==> config.mk <==
export PLATFORM = sky130hd
export DESIGN_NAME = serdes_top
export DESIGN_NICKNAME = d
export VERILOG_FILES = /design/src/logic/serdes_pkg.sv /design/src/logic/serdes_deserializer.sv /design/src/logic/serdes_sample_lane.sv /design/src/logic/serdes_serializer.sv /design/src/logic/serdes_top.sv
export VERILOG_INCLUDE_DIRS = /design/src /design/src/logic
export SDC_FILE = /design/constraint.sdc
export NUM_CORES = 1
export LEC_CHECK = 0
export BUFFER_PORTS_ARGS = -buffer_cell sky130_fd_sc_hd__buf_4
export CORE_AREA = 3 3 136 138
export DETAILED_ROUTE_END_ITERATION = 7
export DIE_AREA = 0 0 139 141
export PLACE_DENSITY = 0.62
export SYNTH_ARGS = -nofsm -noshare
export SYNTH_HDL_FRONTEND = slang
export SYNTH_SLANG_ARGS = --single-unit
==> constraint.sdc <==
create_clock -name clk -period 4.3 [get_ports clk]
set_clock_uncertainty 0.2 [all_clocks]
set_input_delay 0.215 -clock clk [delete_from_list [all_inputs] [get_ports clk]]
set_output_delay 0.215 -clock clk [all_outputs]
set_load 0.005 [all_outputs]
==> src/logic/serdes_params.svh <==
`ifndef SERDES_PARAMS_SVH
`define SERDES_PARAMS_SVH

// ~~~~~~~~~~~~~~~~~~~~~~~~~~~~~~
// Sample format

`define SERDES_BIT_WIDTH 16          // Bits per signed sample

// ~~~~~~~~~~~~~~~~~~~~~~~~~~~~~~
// Frame format

`define SERDES_N_SAMPLES 4           // Samples per frame

// Index into a frame, clog2 of the frame length
`define SERDES_IDX_W 2

`endif

==> src/logic/serdes_pkg.sv <==
`default_nettype none

`include "serdes_params.svh"

package serdes_pkg;

  typedef logic signed [`SERDES_BIT_WIDTH-1:0] sample_t;

  typedef sample_t [`SERDES_N_SAMPLES-1:0] sample_frame_t;  // Slot 0 is the first sample

  typedef enum logic [1:0] {
    LANE_PASS   = 2'd0,
    LANE_NEGATE = 2'd1,                // Saturates the most negative value
    LANE_HALVE  = 2'd2,                // Arithmetic shift right by one
    LANE_ABS    = 2'd3
  } lane_op_e;

  typedef enum logic {
    DES_COLLECT = 1'b0,
    DES_HOLD    = 1'b1
  } des_state_e;

  typedef enum logic {
    SER_LOAD = 1'b0,
    SER_SEND = 1'b1
  } ser_state_e;

endpackage

`default_nettype wire

==> src/logic/serdes_deserializer.sv <==
`timescale 1ns/1ps
`default_nettype none

`include "serdes_params.svh"

module serdes_deserializer (
  input  logic                      clk,
  input  logic                      reset,

  input  logic                      recv_val,
  input  serdes_pkg::sample_t       recv_data,
  input  serdes_pkg::lane_op_e      recv_op,
  output logic                      recv_rdy,

  output logic                      frame_val,
  output serdes_pkg::sample_frame_t frame_data,
  output serdes_pkg::lane_op_e      frame_op,
  input  logic                      frame_rdy
);
  import serdes_pkg::*;

  des_state_e              state;
  logic [`SERDES_IDX_W-1:0] idx;
  logic                    recv_xfer;
  logic                    last_slot;

  assign recv_rdy  = (state == DES_COLLECT);
  assign frame_val = (state == DES_HOLD);

  assign recv_xfer = recv_val && recv_rdy;
  assign last_slot = (idx == `SERDES_IDX_W'(`SERDES_N_SAMPLES - 1));

  // ~~~~~~~~~~~~~~~~~~~~~~~~~~~~~~
  // Control

  always_ff @(posedge clk) begin
    if (reset) begin
      state <= DES_COLLECT;
      idx   <= '0;
    end else begin
      case (state)
        DES_COLLECT: begin
          if (recv_xfer) begin
            if (last_slot) begin
              state <= DES_HOLD;                 // Frame complete
              idx   <= '0;
            end else begin
              idx <= idx + 1'b1;
            end
          end
        end
        DES_HOLD: begin
          if (frame_rdy) state <= DES_COLLECT;   // Serializer took the frame
        end
        default: begin
          state <= DES_COLLECT;
          idx   <= '0;
        end
      endcase
    end
  end

  // ~~~~~~~~~~~~~~~~~~~~~~~~~~~~~~
  // Frame storage

  always_ff @(posedge clk) begin
    if (recv_xfer) begin
      frame_data[idx] <= recv_data;
      if (idx == '0) frame_op <= recv_op;        // Opcode rides with sample 0
    end
  end

endmodule

`default_nettype wire

==> src/logic/serdes_sample_lane.sv <==
`timescale 1ns/1ps
`default_nettype none

`include "serdes_params.svh"

module serdes_sample_lane (
  input  serdes_pkg::lane_op_e op,
  input  serdes_pkg::sample_t  sample_in,
  output serdes_pkg::sample_t  sample_out
);
  import serdes_pkg::*;

  localparam sample_t SAMPLE_MIN = {1'b1, {(`SERDES_BIT_WIDTH - 1){1'b0}}};
  localparam sample_t SAMPLE_MAX = {1'b0, {(`SERDES_BIT_WIDTH - 1){1'b1}}};

  sample_t negated;
  sample_t halved;
  sample_t magnitude;

  // -MIN does not fit, clamp it to MAX
  always_comb begin
    if (sample_in == SAMPLE_MIN) begin
      negated = SAMPLE_MAX;
    end else begin
      negated = -sample_in;
    end
  end

  assign halved    = sample_in >>> 1;                     // Rounds toward -inf
  assign magnitude = sample_in[`SERDES_BIT_WIDTH-1] ? negated : sample_in;

  always_comb begin
    case (op)
      LANE_PASS:   sample_out = sample_in;
      LANE_NEGATE: sample_out = negated;
      LANE_HALVE:  sample_out = halved;
      LANE_ABS:    sample_out = magnitude;
      default:     sample_out = sample_in;
    endcase
  end

endmodule

`default_nettype wire

==> src/logic/serdes_serializer.sv <==
`timescale 1ns/1ps
`default_nettype none

`include "serdes_params.svh"

module serdes_serializer (
  input  logic                      clk,
  input  logic                      reset,

  input  logic                      frame_val,
  output logic                      frame_rdy,
  input  serdes_pkg::sample_frame_t lane_data,

  output logic                      send_val,
  output serdes_pkg::sample_t       send_data,
  input  logic                      send_rdy
);
  import serdes_pkg::*;

  ser_state_e               state;
  ser_state_e               state_next;
  logic [`SERDES_IDX_W-1:0] idx;
  logic [`SERDES_IDX_W:0]   idx_next;      // One bit wider to reach N_SAMPLES
  logic                     reg_en;
  sample_frame_t            reg_q;

  // ~~~~~~~~~~~~~~~~~~~~~~~~~~~~~~
  // Sample registers

  for (genvar i = 0; i < `SERDES_N_SAMPLES; i++) begin : g_reg
    always_ff @(posedge clk) begin
      if (reg_en) reg_q[i] <= lane_data[i];
    end
  end

  assign send_data = reg_q[idx];

  // ~~~~~~~~~~~~~~~~~~~~~~~~~~~~~~
  // Control

  always_comb begin
    reg_en    = 1'b0;
    frame_rdy = 1'b0;
    send_val  = 1'b0;
    idx_next  = {1'b0, idx};
    case (state)
      SER_LOAD: begin
        reg_en    = 1'b1;                  // Track the lanes until a frame lands
        frame_rdy = 1'b1;
        idx_next  = '0;
      end
      SER_SEND: begin
        send_val = 1'b1;
        if (send_rdy) idx_next = {1'b0, idx} + 1'b1;
      end
      default: begin
        idx_next = '0;
      end
    endcase
  end

  always_comb begin
    case (state)
      SER_LOAD: state_next = frame_val ? SER_SEND : SER_LOAD;
      SER_SEND: begin
        if (idx_next == (`SERDES_IDX_W + 1)'(`SERDES_N_SAMPLES)) begin
          state_next = SER_LOAD;           // Last sample accepted
        end else begin
          state_next = SER_SEND;
        end
      end
      default:  state_next = SER_LOAD;
    endcase
  end

  always_ff @(posedge clk) begin
    if (reset) begin
      state <= SER_LOAD;
      idx   <= '0;
    end else begin
      state <= state_next;
      if (state_next == SER_LOAD) begin
        idx <= '0;
      end else begin
        idx <= idx_next[`SERDES_IDX_W-1:0];
      end
    end
  end

endmodule

`default_nettype wire

==> src/logic/serdes_top.sv <==
`timescale 1ns/1ps
`default_nettype none

`include "serdes_params.svh"

module serdes_top (
  input  logic                 clk,
  input  logic                 reset,

  input  logic                 recv_val,
  input  serdes_pkg::sample_t  recv_data,
  input  serdes_pkg::lane_op_e recv_op,
  output logic                 recv_rdy,

  output logic                 send_val,
  output serdes_pkg::sample_t  send_data,
  input  logic                 send_rdy
);
  import serdes_pkg::*;

  logic          frame_val;
  logic          frame_rdy;
  sample_frame_t frame_data;
  lane_op_e      frame_op;
  sample_frame_t lane_data;

  serdes_deserializer u_deserializer (
    .clk        (clk),
    .reset      (reset),
    .recv_val   (recv_val),
    .recv_data  (recv_data),
    .recv_op    (recv_op),
    .recv_rdy   (recv_rdy),
    .frame_val  (frame_val),
    .frame_data (frame_data),
    .frame_op   (frame_op),
    .frame_rdy  (frame_rdy)
  );

  // One lane per sample slot, all sharing the frame opcode
  for (genvar i = 0; i < `SERDES_N_SAMPLES; i++) begin : g_lane
    serdes_sample_lane u_lane (
      .op         (frame_op),
      .sample_in  (frame_data[i]),
      .sample_out (lane_data[i])
    );
  end

  serdes_serializer u_serializer (
    .clk        (clk),
    .reset      (reset),
    .frame_val  (frame_val),
    .frame_rdy  (frame_rdy),
    .lane_data  (lane_data),
    .send_val   (send_val),
    .send_data  (send_data),
    .send_rdy   (send_rdy)
  );

endmodule

`default_nettype wire

==> results of run 1 <==
-- sequential cells by signal, indices dropped and copies added (netlist names) --
| name | count |
|---|---|
| u_deserializer.frame_op | 2 |
| u_deserializer.frame_val | 1 |
| u_serializer.idx | 2 |
| u_serializer.reg_q | 64 |
| u_deserializer.idx | 2 |
| u_deserializer.frame_data | 64 |
| u_serializer.state | 1 |
-- cell usage after synthesis, drive strengths merged (6+ instances only) --
cell type	instances	share of area [%]
o211ai	16	1.5
edfxtp	130	50
o22ai	17	1.4
nand2	57	2.7
a211oi	8	0.77
nand4	10	0.80
nor2	48	2.3
mux2	8	1.2
mux4	16	4.6
buf	18	1.2
inv	26	1.3
nand2b	14	1.1
and2	6	0.48
or4	10	1.1
o221ai	10	1.1
mux2i	13	1.7
ha	9	1.4
o21ai	42	2.7
a21oi	33	2.1
clkbuf	35	1.7
dfxtp	6	1.5
nor2b	8	0.64
a31oi	13	1.0
nor3	24	1.5
nand3	14	0.90
nor4	16	2.0
-- worst paths after layout --
kind	from	to	slack (ns)
worst max register to register	u_deserializer.frame_op[1]$_DFFE_PP_	u_serializer.reg_q[28]$_DFFE_PN_	1.37
worst min register to register	u_deserializer.frame_val$_SDFF_PP0_	u_serializer.state$_SDFF_PP0_	0.30
worst max-delay path	u_deserializer.frame_op[1]$_DFFE_PP_	u_serializer.reg_q[28]$_DFFE_PN_	1.37
worst min-delay path	recv_val	u_deserializer.idx[0]$_SDFFE_PP0P_	0.15
-- worst register-to-register path, stage by stage, from the launching register on --
cell      delay, ns
edfxtp_1       0.80
buf_4          0.51
nand2b_1       0.49
nand2_1        0.37
a31oi_1        0.07
o221a_2        0.24
-- stage by stage --
stage	utilization (%)	hold slack (ns)
3_3_place_gp	47.63	0.1944
3_5_place_dp	47.63	0.1954
5_1_grt	52.35	0.1512
2_1_floorplan	-	0.08738
4_1_cts	52.35	0.1267
6_report	52.35	0.1459
-- timing repair --
action | in CTS | in global routing
hold buffers | 20 | 0
endpoints found under the hold margin | 72 | 0
resized for setup | 0 | 0
setup buffers | 0 | 0
-- cell type report --
| cell class | instances | area [µm²] |
|---|---|---|
| fillers | 1505 | 8242 |
| clock inverters | 8 | 143.9 |
| well taps | 225 | 281.5 |
| flip-flops and latches | 136 | 4024 |
| clock buffers | 24 | 471.7 |
| multi-input cells | 489 | 3445 |
| repair buffers | 70 | 588.1 |
| inverters | 27 | 101.3 |
-- power by group --
group	internal, µW	switching (µW)
logic	176	216
registers	1560	83.3
clock network	1000	541
-- cells by family after synthesis --
logic type | after synthesis | share of synthesized area (%)
multiplexers | 37 | 7.449
AND/OR/NAND/NOR | 239 | 17.02
AO/OA/AOI/OAI | 199 | 17.69
XOR/XNOR | 5 | 0.5619
buffers and inverters | 80 | 4.206
flip-flops | 136 | 51.63
adder cells (fa/ha/maj) | 9 | 1.445
-- per-layer routing --
metal / GRT usage, % / up-vias / share of wire [%]
met5: 0 / - / 0
met4: 7.621 / 0 / 1.7
met3: 3.562 / 35 / 7.5
met2: 39.04 / 326 / 48
met1: 33.52 / 3158 / 43
li1: - / 2868 / -
==> summary.txt, run 1 <==
Clock tree
  • Num CTS Buffers: 17
  • Clock Sinks: approximately 140
  • Skew-Pair Late Insertion Delay: ~0.41 ns
  • CTS tree: built
  • H-tree depth: 4
  • Clk pin slew, worst setup/hold paths: ~0.06 ns
  • Root Buffer: clkbuf_16
  • Clock Path Buffers: 2

Synthesis
  • Most used DFF post-synth: edfxtp_1
  • Mapped Avg Cell Area: between 10 and 15 µm²
  • Unique masters post-synth: 77
  • Syn Nets: approximately 740
  • Register area share after synthesis: between 50% and 60%
  • Ys async rst share: 0%
  • Cells after Synth: roughly 710
  • Mapped cell area: about 7800 µm²
  • Synth Register Bits: ~140
  • Synth warn: 0
  • Number of synthesized flops with an enable pin: 130

Worst hold path
  • Worst Hold Depth: 4
  • Min-Delay Path Class: primary input to register

Timing
  • Final Cycle Share: between 60 and 70%
  • Setup ws final: 1.368 ns
  • Fin. Hold Viols: 0
  • Setup TNS: 0 ns
  • Final setup violation count: 0
  • Period minus WS final: ~3 ns
  • Fin. max-slew vios: 0
  • Max frequency: about 340 MHz
  • RSZ-0062 raised after global routing: no
  • Max-slew headroom: roughly a quarter
  • Worst slew pin tran: 1.135 ns

Placed design
  • Pre-CTS setup slack: 1.432 ns
  • DP Wirelength: 16,610 µm
  • Placer Congestion: 0.9483
  • Placed cell areas: 8239 µm²
  • DP Cell Count: just over 900
  • Port bufs: 39

Finish
  • Final Non-Filler Cells: roughly 1,000
  • Layout cell share with drive strength beyond 1: roughly 16%
  • Area Overhead vs Synth: 16.18%
  • Final net count: about 770
  • Final Cell Area: 9055 µm²
  • Antenna Diode Count: 0
  • Leading cell type in the layout, fill and taps excluded: edfxtp_1
  • Most frequent cells in the layout: edfxtp_1, nand2_1, buf_4

Floorplanning
  • DIE HEIGHT: approximately 140 µm
  • Starting density of the core: between 40% and 50%
  • IO Pins: 40
  • Core Box Area: approximately 17,000 µm²
  • Die width: about 140 µm
  • Cell Rows: 48
  • Die area: around 20,000 µm²

Routing
  • Post-DR vias/cell: between 6 and 7
  • Vias: between 6,000 and 7,000
  • First-pass DRT Iterations: 5
  • Drt wl/cell: between 20 and 25 µm
  • Iter 0 DRT Violations: ~640
  • Total wire length: roughly 24,000 µm
  • Routed Antenna Nets: 0
  • DRC violations left: 0

Pwr
  • P per Cell Area: 395.0 nW/µm²
  • Total power draw: 3577 µW
  • Leakage power: between 0.003 and 0.004 µW
  • Peak VDD IR: between 0.2 and 0.3 mV

Setup path
  • Critical-path cell list: buf_4 > nand2b_1 > nand2_1 > a31oi_1 > o221a_2
  • Setup crit start kind: register
  • Worst-path maximum fanout: 33
  • Worst Reg-to-Reg Cells: 5
  • CP max-delay cell: edfxtp_1
  • Crit path largest cell delay: approximately 0.8 ns
  • Stages on the worst setup path: 5
  • Crit end category: register
  • Critical path class: register to register
  • CP top delay family: simple AND/OR/NAND/NOR gates
  • CP bufs+invs: 1
  • Critical path data required time: between 4 and 5 ns
  • Worst EP arrival: roughly 2.9 ns

GRT
  • GRT overflow: 0
  • Initial antenna violation count: 0
  • Largest net degree at the start of global routing: 58
  • First-pass GRT wire length: ~36,000 µm
  • Vias in the first global route: between 5,000 and 6,000
  • GRT Resource Usage Total: 24.01%

Status
  • Status: finished clean

Run
  • MaxCap Viol Count: 0
Power figures use the tool's default switching activity.
==> run 2: changes to the inputs <==
Settings changed: ABC_AREA set to 1, CORE_AREA 3 3 136 138 to 3 3 140 142, DIE_AREA 0 0 139 141 to 0 0 143 145, PLACE_DENSITY 0.62 to 0.64.
Clock period 4.3 ns to 2.54 ns, I/O delays scaled along.
==> run 2 against run 1 <==
Against the previous run: synthesized cell count grew 49%; largest power group unchanged; critical path depth shrank 1; sequential share of layout area shrank 2.6 points; sequential power grew 70%; highest routed layer unchanged.
==> summary.txt, run 2 <==
Routing
  • Vias: 7,337 (+15%)
  • First-pass DRT Iterations: 6 (+1)
  • Routed Antenna Nets: 0 (unchanged)
  • Iter 0 DRT Violations: 1,033 (+62%)
  • DRC violations left: 0 (unchanged)
  • Total wire length: 24,670 µm (+4.8%)
  • Post-DR vias/cell: 5.375 (-18%)
  • Drt wl/cell: 18.07 µm (-25%)

Placed design
  • Port bufs: 39 (unchanged)
  • DP Wirelength: 18,740 µm (+13%)
  • Placed cell areas: 8783 µm² (+6.6%)
  • Placer Congestion: 0.9715 (+2.4%)
  • DP Cell Count: 1,311 (+41%)

Clock tree
  • Clock Sinks: 136 (unchanged)
  • Setup Buffers After CTS: 0 (unchanged)
  • Cts repair resizes: 0 (unchanged)
  • CTS tree: built
  • Root Buffer: clkbuf_16
  • Clock Path Buffers: 2 (unchanged)
  • Skew-Pair Late Insertion Delay: 0.43 ns (+0.02 ns)
  • Clk pin slew, worst setup/hold paths: 0.06 ns (about the same)
  • Num CTS Buffers: 17 (unchanged)
  • H-tree depth: 4 (unchanged)
  • Hold_buf cts: 22 (+10%)

Timing
  • Setup TNS: 0 ns (unchanged)
  • Worst slew pin tran: 0.8634 ns (-0.2716 ns)
  • Max frequency: about 440 MHz
  • Fin. max-slew vios: 0 (unchanged)
  • RSZ-0062 raised after global routing: no
  • Period minus WS final: 2.295 ns
  • Final Cycle Share: between 90% and 100%
  • Fin. Hold Viols: 0 (unchanged)
  • Final setup violation count: 0 (unchanged)
  • Max-slew headroom: 42.38% (+18 points)

Pwr
  • Leakage power: 0.004255 µW (+35%)
  • Peak VDD IR: 0.5103 mV (+79%)
  • P per Cell Area: 633.2 nW/µm² (+60%)

Setup path
  • Worst EP arrival: 1.97 ns (-0.93 ns)
  • Critical path data required time: 2.21 ns (-2.05 ns)
  • Crit end category: output pin
  • Worst-path maximum fanout: 33 (unchanged)
  • Setup crit start kind: register
  • Critical path class: register to output pin

Synthesis
  • Most frequent cell after synthesis: nand2_1
  • Post-synth top cells: nand2_1, nor2_1, edfxtp_1, inv_1, o21ai_0
  • Largest cells by area after synthesis: edfxtp_1, nand2_1, nor2_1
  • Unique masters post-synth: 38 (-51%)
  • Synth area leader: edfxtp_1
  • Register area share after synthesis: 48.92% (-2.7 points)
  • Cells after Synth: 1,053 (+49%)
  • Number of synthesized flops with an enable pin: 130 (unchanged)
  • Synth warn: 0 (unchanged)
  • Mapped cell area: 8225 µm² (+5.5%)
  • Synth top area share: 47.46% (-2.6 points)
  • Syn Nets: 1,084 (+47%)
  • Ys async rst share: 0% (unchanged)
  • Mapped Avg Cell Area: 7.811 µm² (-29%)
  • Synth Register Bits: 136 (unchanged)
  • Most used DFF post-synth: edfxtp_1

Finish
  • Final Non-Filler Cells: 1,365 (+39%)
  • FF/Latch Area: 4024 µm² (unchanged)
  • Layout cell share with drive strength beyond 1: 12.56% (-3.4 points)
  • Most frequent cells in the layout: nand2_1, nor2_1, edfxtp_1
  • Final Cell Area: 9625 µm² (+6.3%)
  • Regs by FF count: u_deserializer.frame_data x64, u_serializer.reg_q x64
  • Area Overhead vs Synth: 17.02%
  • Fillers: 1,718 (+14%)
  • Multi-input gate area: 3606 µm² (+4.7%)
  • Final net count: 1,149 (+49%)
  • Leading cell type in the layout, fill and taps excluded: nand2_1
  • Antenna Diode Count: 0 (unchanged)

Floorplanning
  • Die area: 20,740 µm² (+5.8%)
  • Cell Rows: 50 (+4.2%)
  • Core Box Area: 18,580 µm² (+7.4%)
  • Starting density of the core: 44.27% (-0.79 points)
  • IO Pins: 40 (unchanged)
  • Die width: 143 µm (+2.9%)
  • DIE HEIGHT: 145 µm (+2.8%)

Worst hold path
  • Min-Delay Path Class: primary input to register

Status
  • Status: finished clean

GRT
  • GRT Resource Usage Total: 24.30% (+0.29 points)
  • GRT overflow: 0 (unchanged)
  • First-pass GRT wire length: 38,240 µm (+6.2%)
  • Initial antenna violation count: 0 (unchanged)
  • Largest net degree at the start of global routing: 35 (-40%)
  • Vias in the first global route: 6,642 (+11%)

Run
  • MaxCap Viol Count: 0 (unchanged)
## run 2: worst max-delay path, stage by stage, from the launching register on
cell and delay (ns):
dfxtp_1 0.31, inv_1 0.62, o21ai_0 0.22, o22ai_1 0.23, buf_4 0.15
## run 2: layer usage
metal	share of wire, %	GRT usage [%]
met5	0	0
met3	11	7.680
met4	1.3	5.513
met2	43	34.66
met1	44	36.20
## run 2: final timing paths
check,slack [ns],start,cells past startpoint,end
max,0.24,u_serializer.idx[0]$_SDFF_PP0_,4,send_data[1]
min,0.22,recv_op[0],2,u_deserializer.frame_op[0]$_DFFE_PP_
max reg2reg,0.29,u_deserializer.frame_op[1]$_DFFE_PP_,3,u_serializer.reg_q[63]$_DFFE_PN_
min reg2reg,0.35,u_deserializer.idx[1]$_SDFFE_PP0P_,2,u_deserializer.idx[1]$_SDFFE_PP0P_
## run 2: logic make-up after synthesis
family,synth area share [%]
AND/OR/NAND/NOR,31.55
AO/OA/AOI/OAI,10.50
buffers and inverters,7.241
flip-flops,48.92
adder cells (fa/ha/maj),1.369
XOR/XNOR,0.4259
## run 2: final cells by class
type	count	share of cell area (%)
Sequential cell	136	41.80
Multi-Input combinational cell	772	37.46
Timing Repair Buffer	79	6.863
Clock buffer	19	4.706
Inverter	112	4.368
Tap cell	234	3.042
Clock inverter	13	1.755
## run 2: power breakdown
group	switching [µW]	leakage, µW	internal [µW]	total (µW)
clock	964	0.000288	1600	2570
combinational	460	0.00262	276	736
sequential	130	0.00135	2660	2790
total	1550	0.00426	4540	6090
## run 2: metrics by stage
stage	hold WS [ns]	worst slack (ns)	utilization [%]	total power, µW
CTS	0.2006	0.2520	51.80	6120
global route	0.2040	0.1017	51.80	6327
global placement	0.1062	0.3740	47.27	3529
finish	0.2205	0.2450	51.80	6095
detailed placement	0.1064	0.3568	47.27	3533
floorplan	-0.003934	0.1676	-	3202
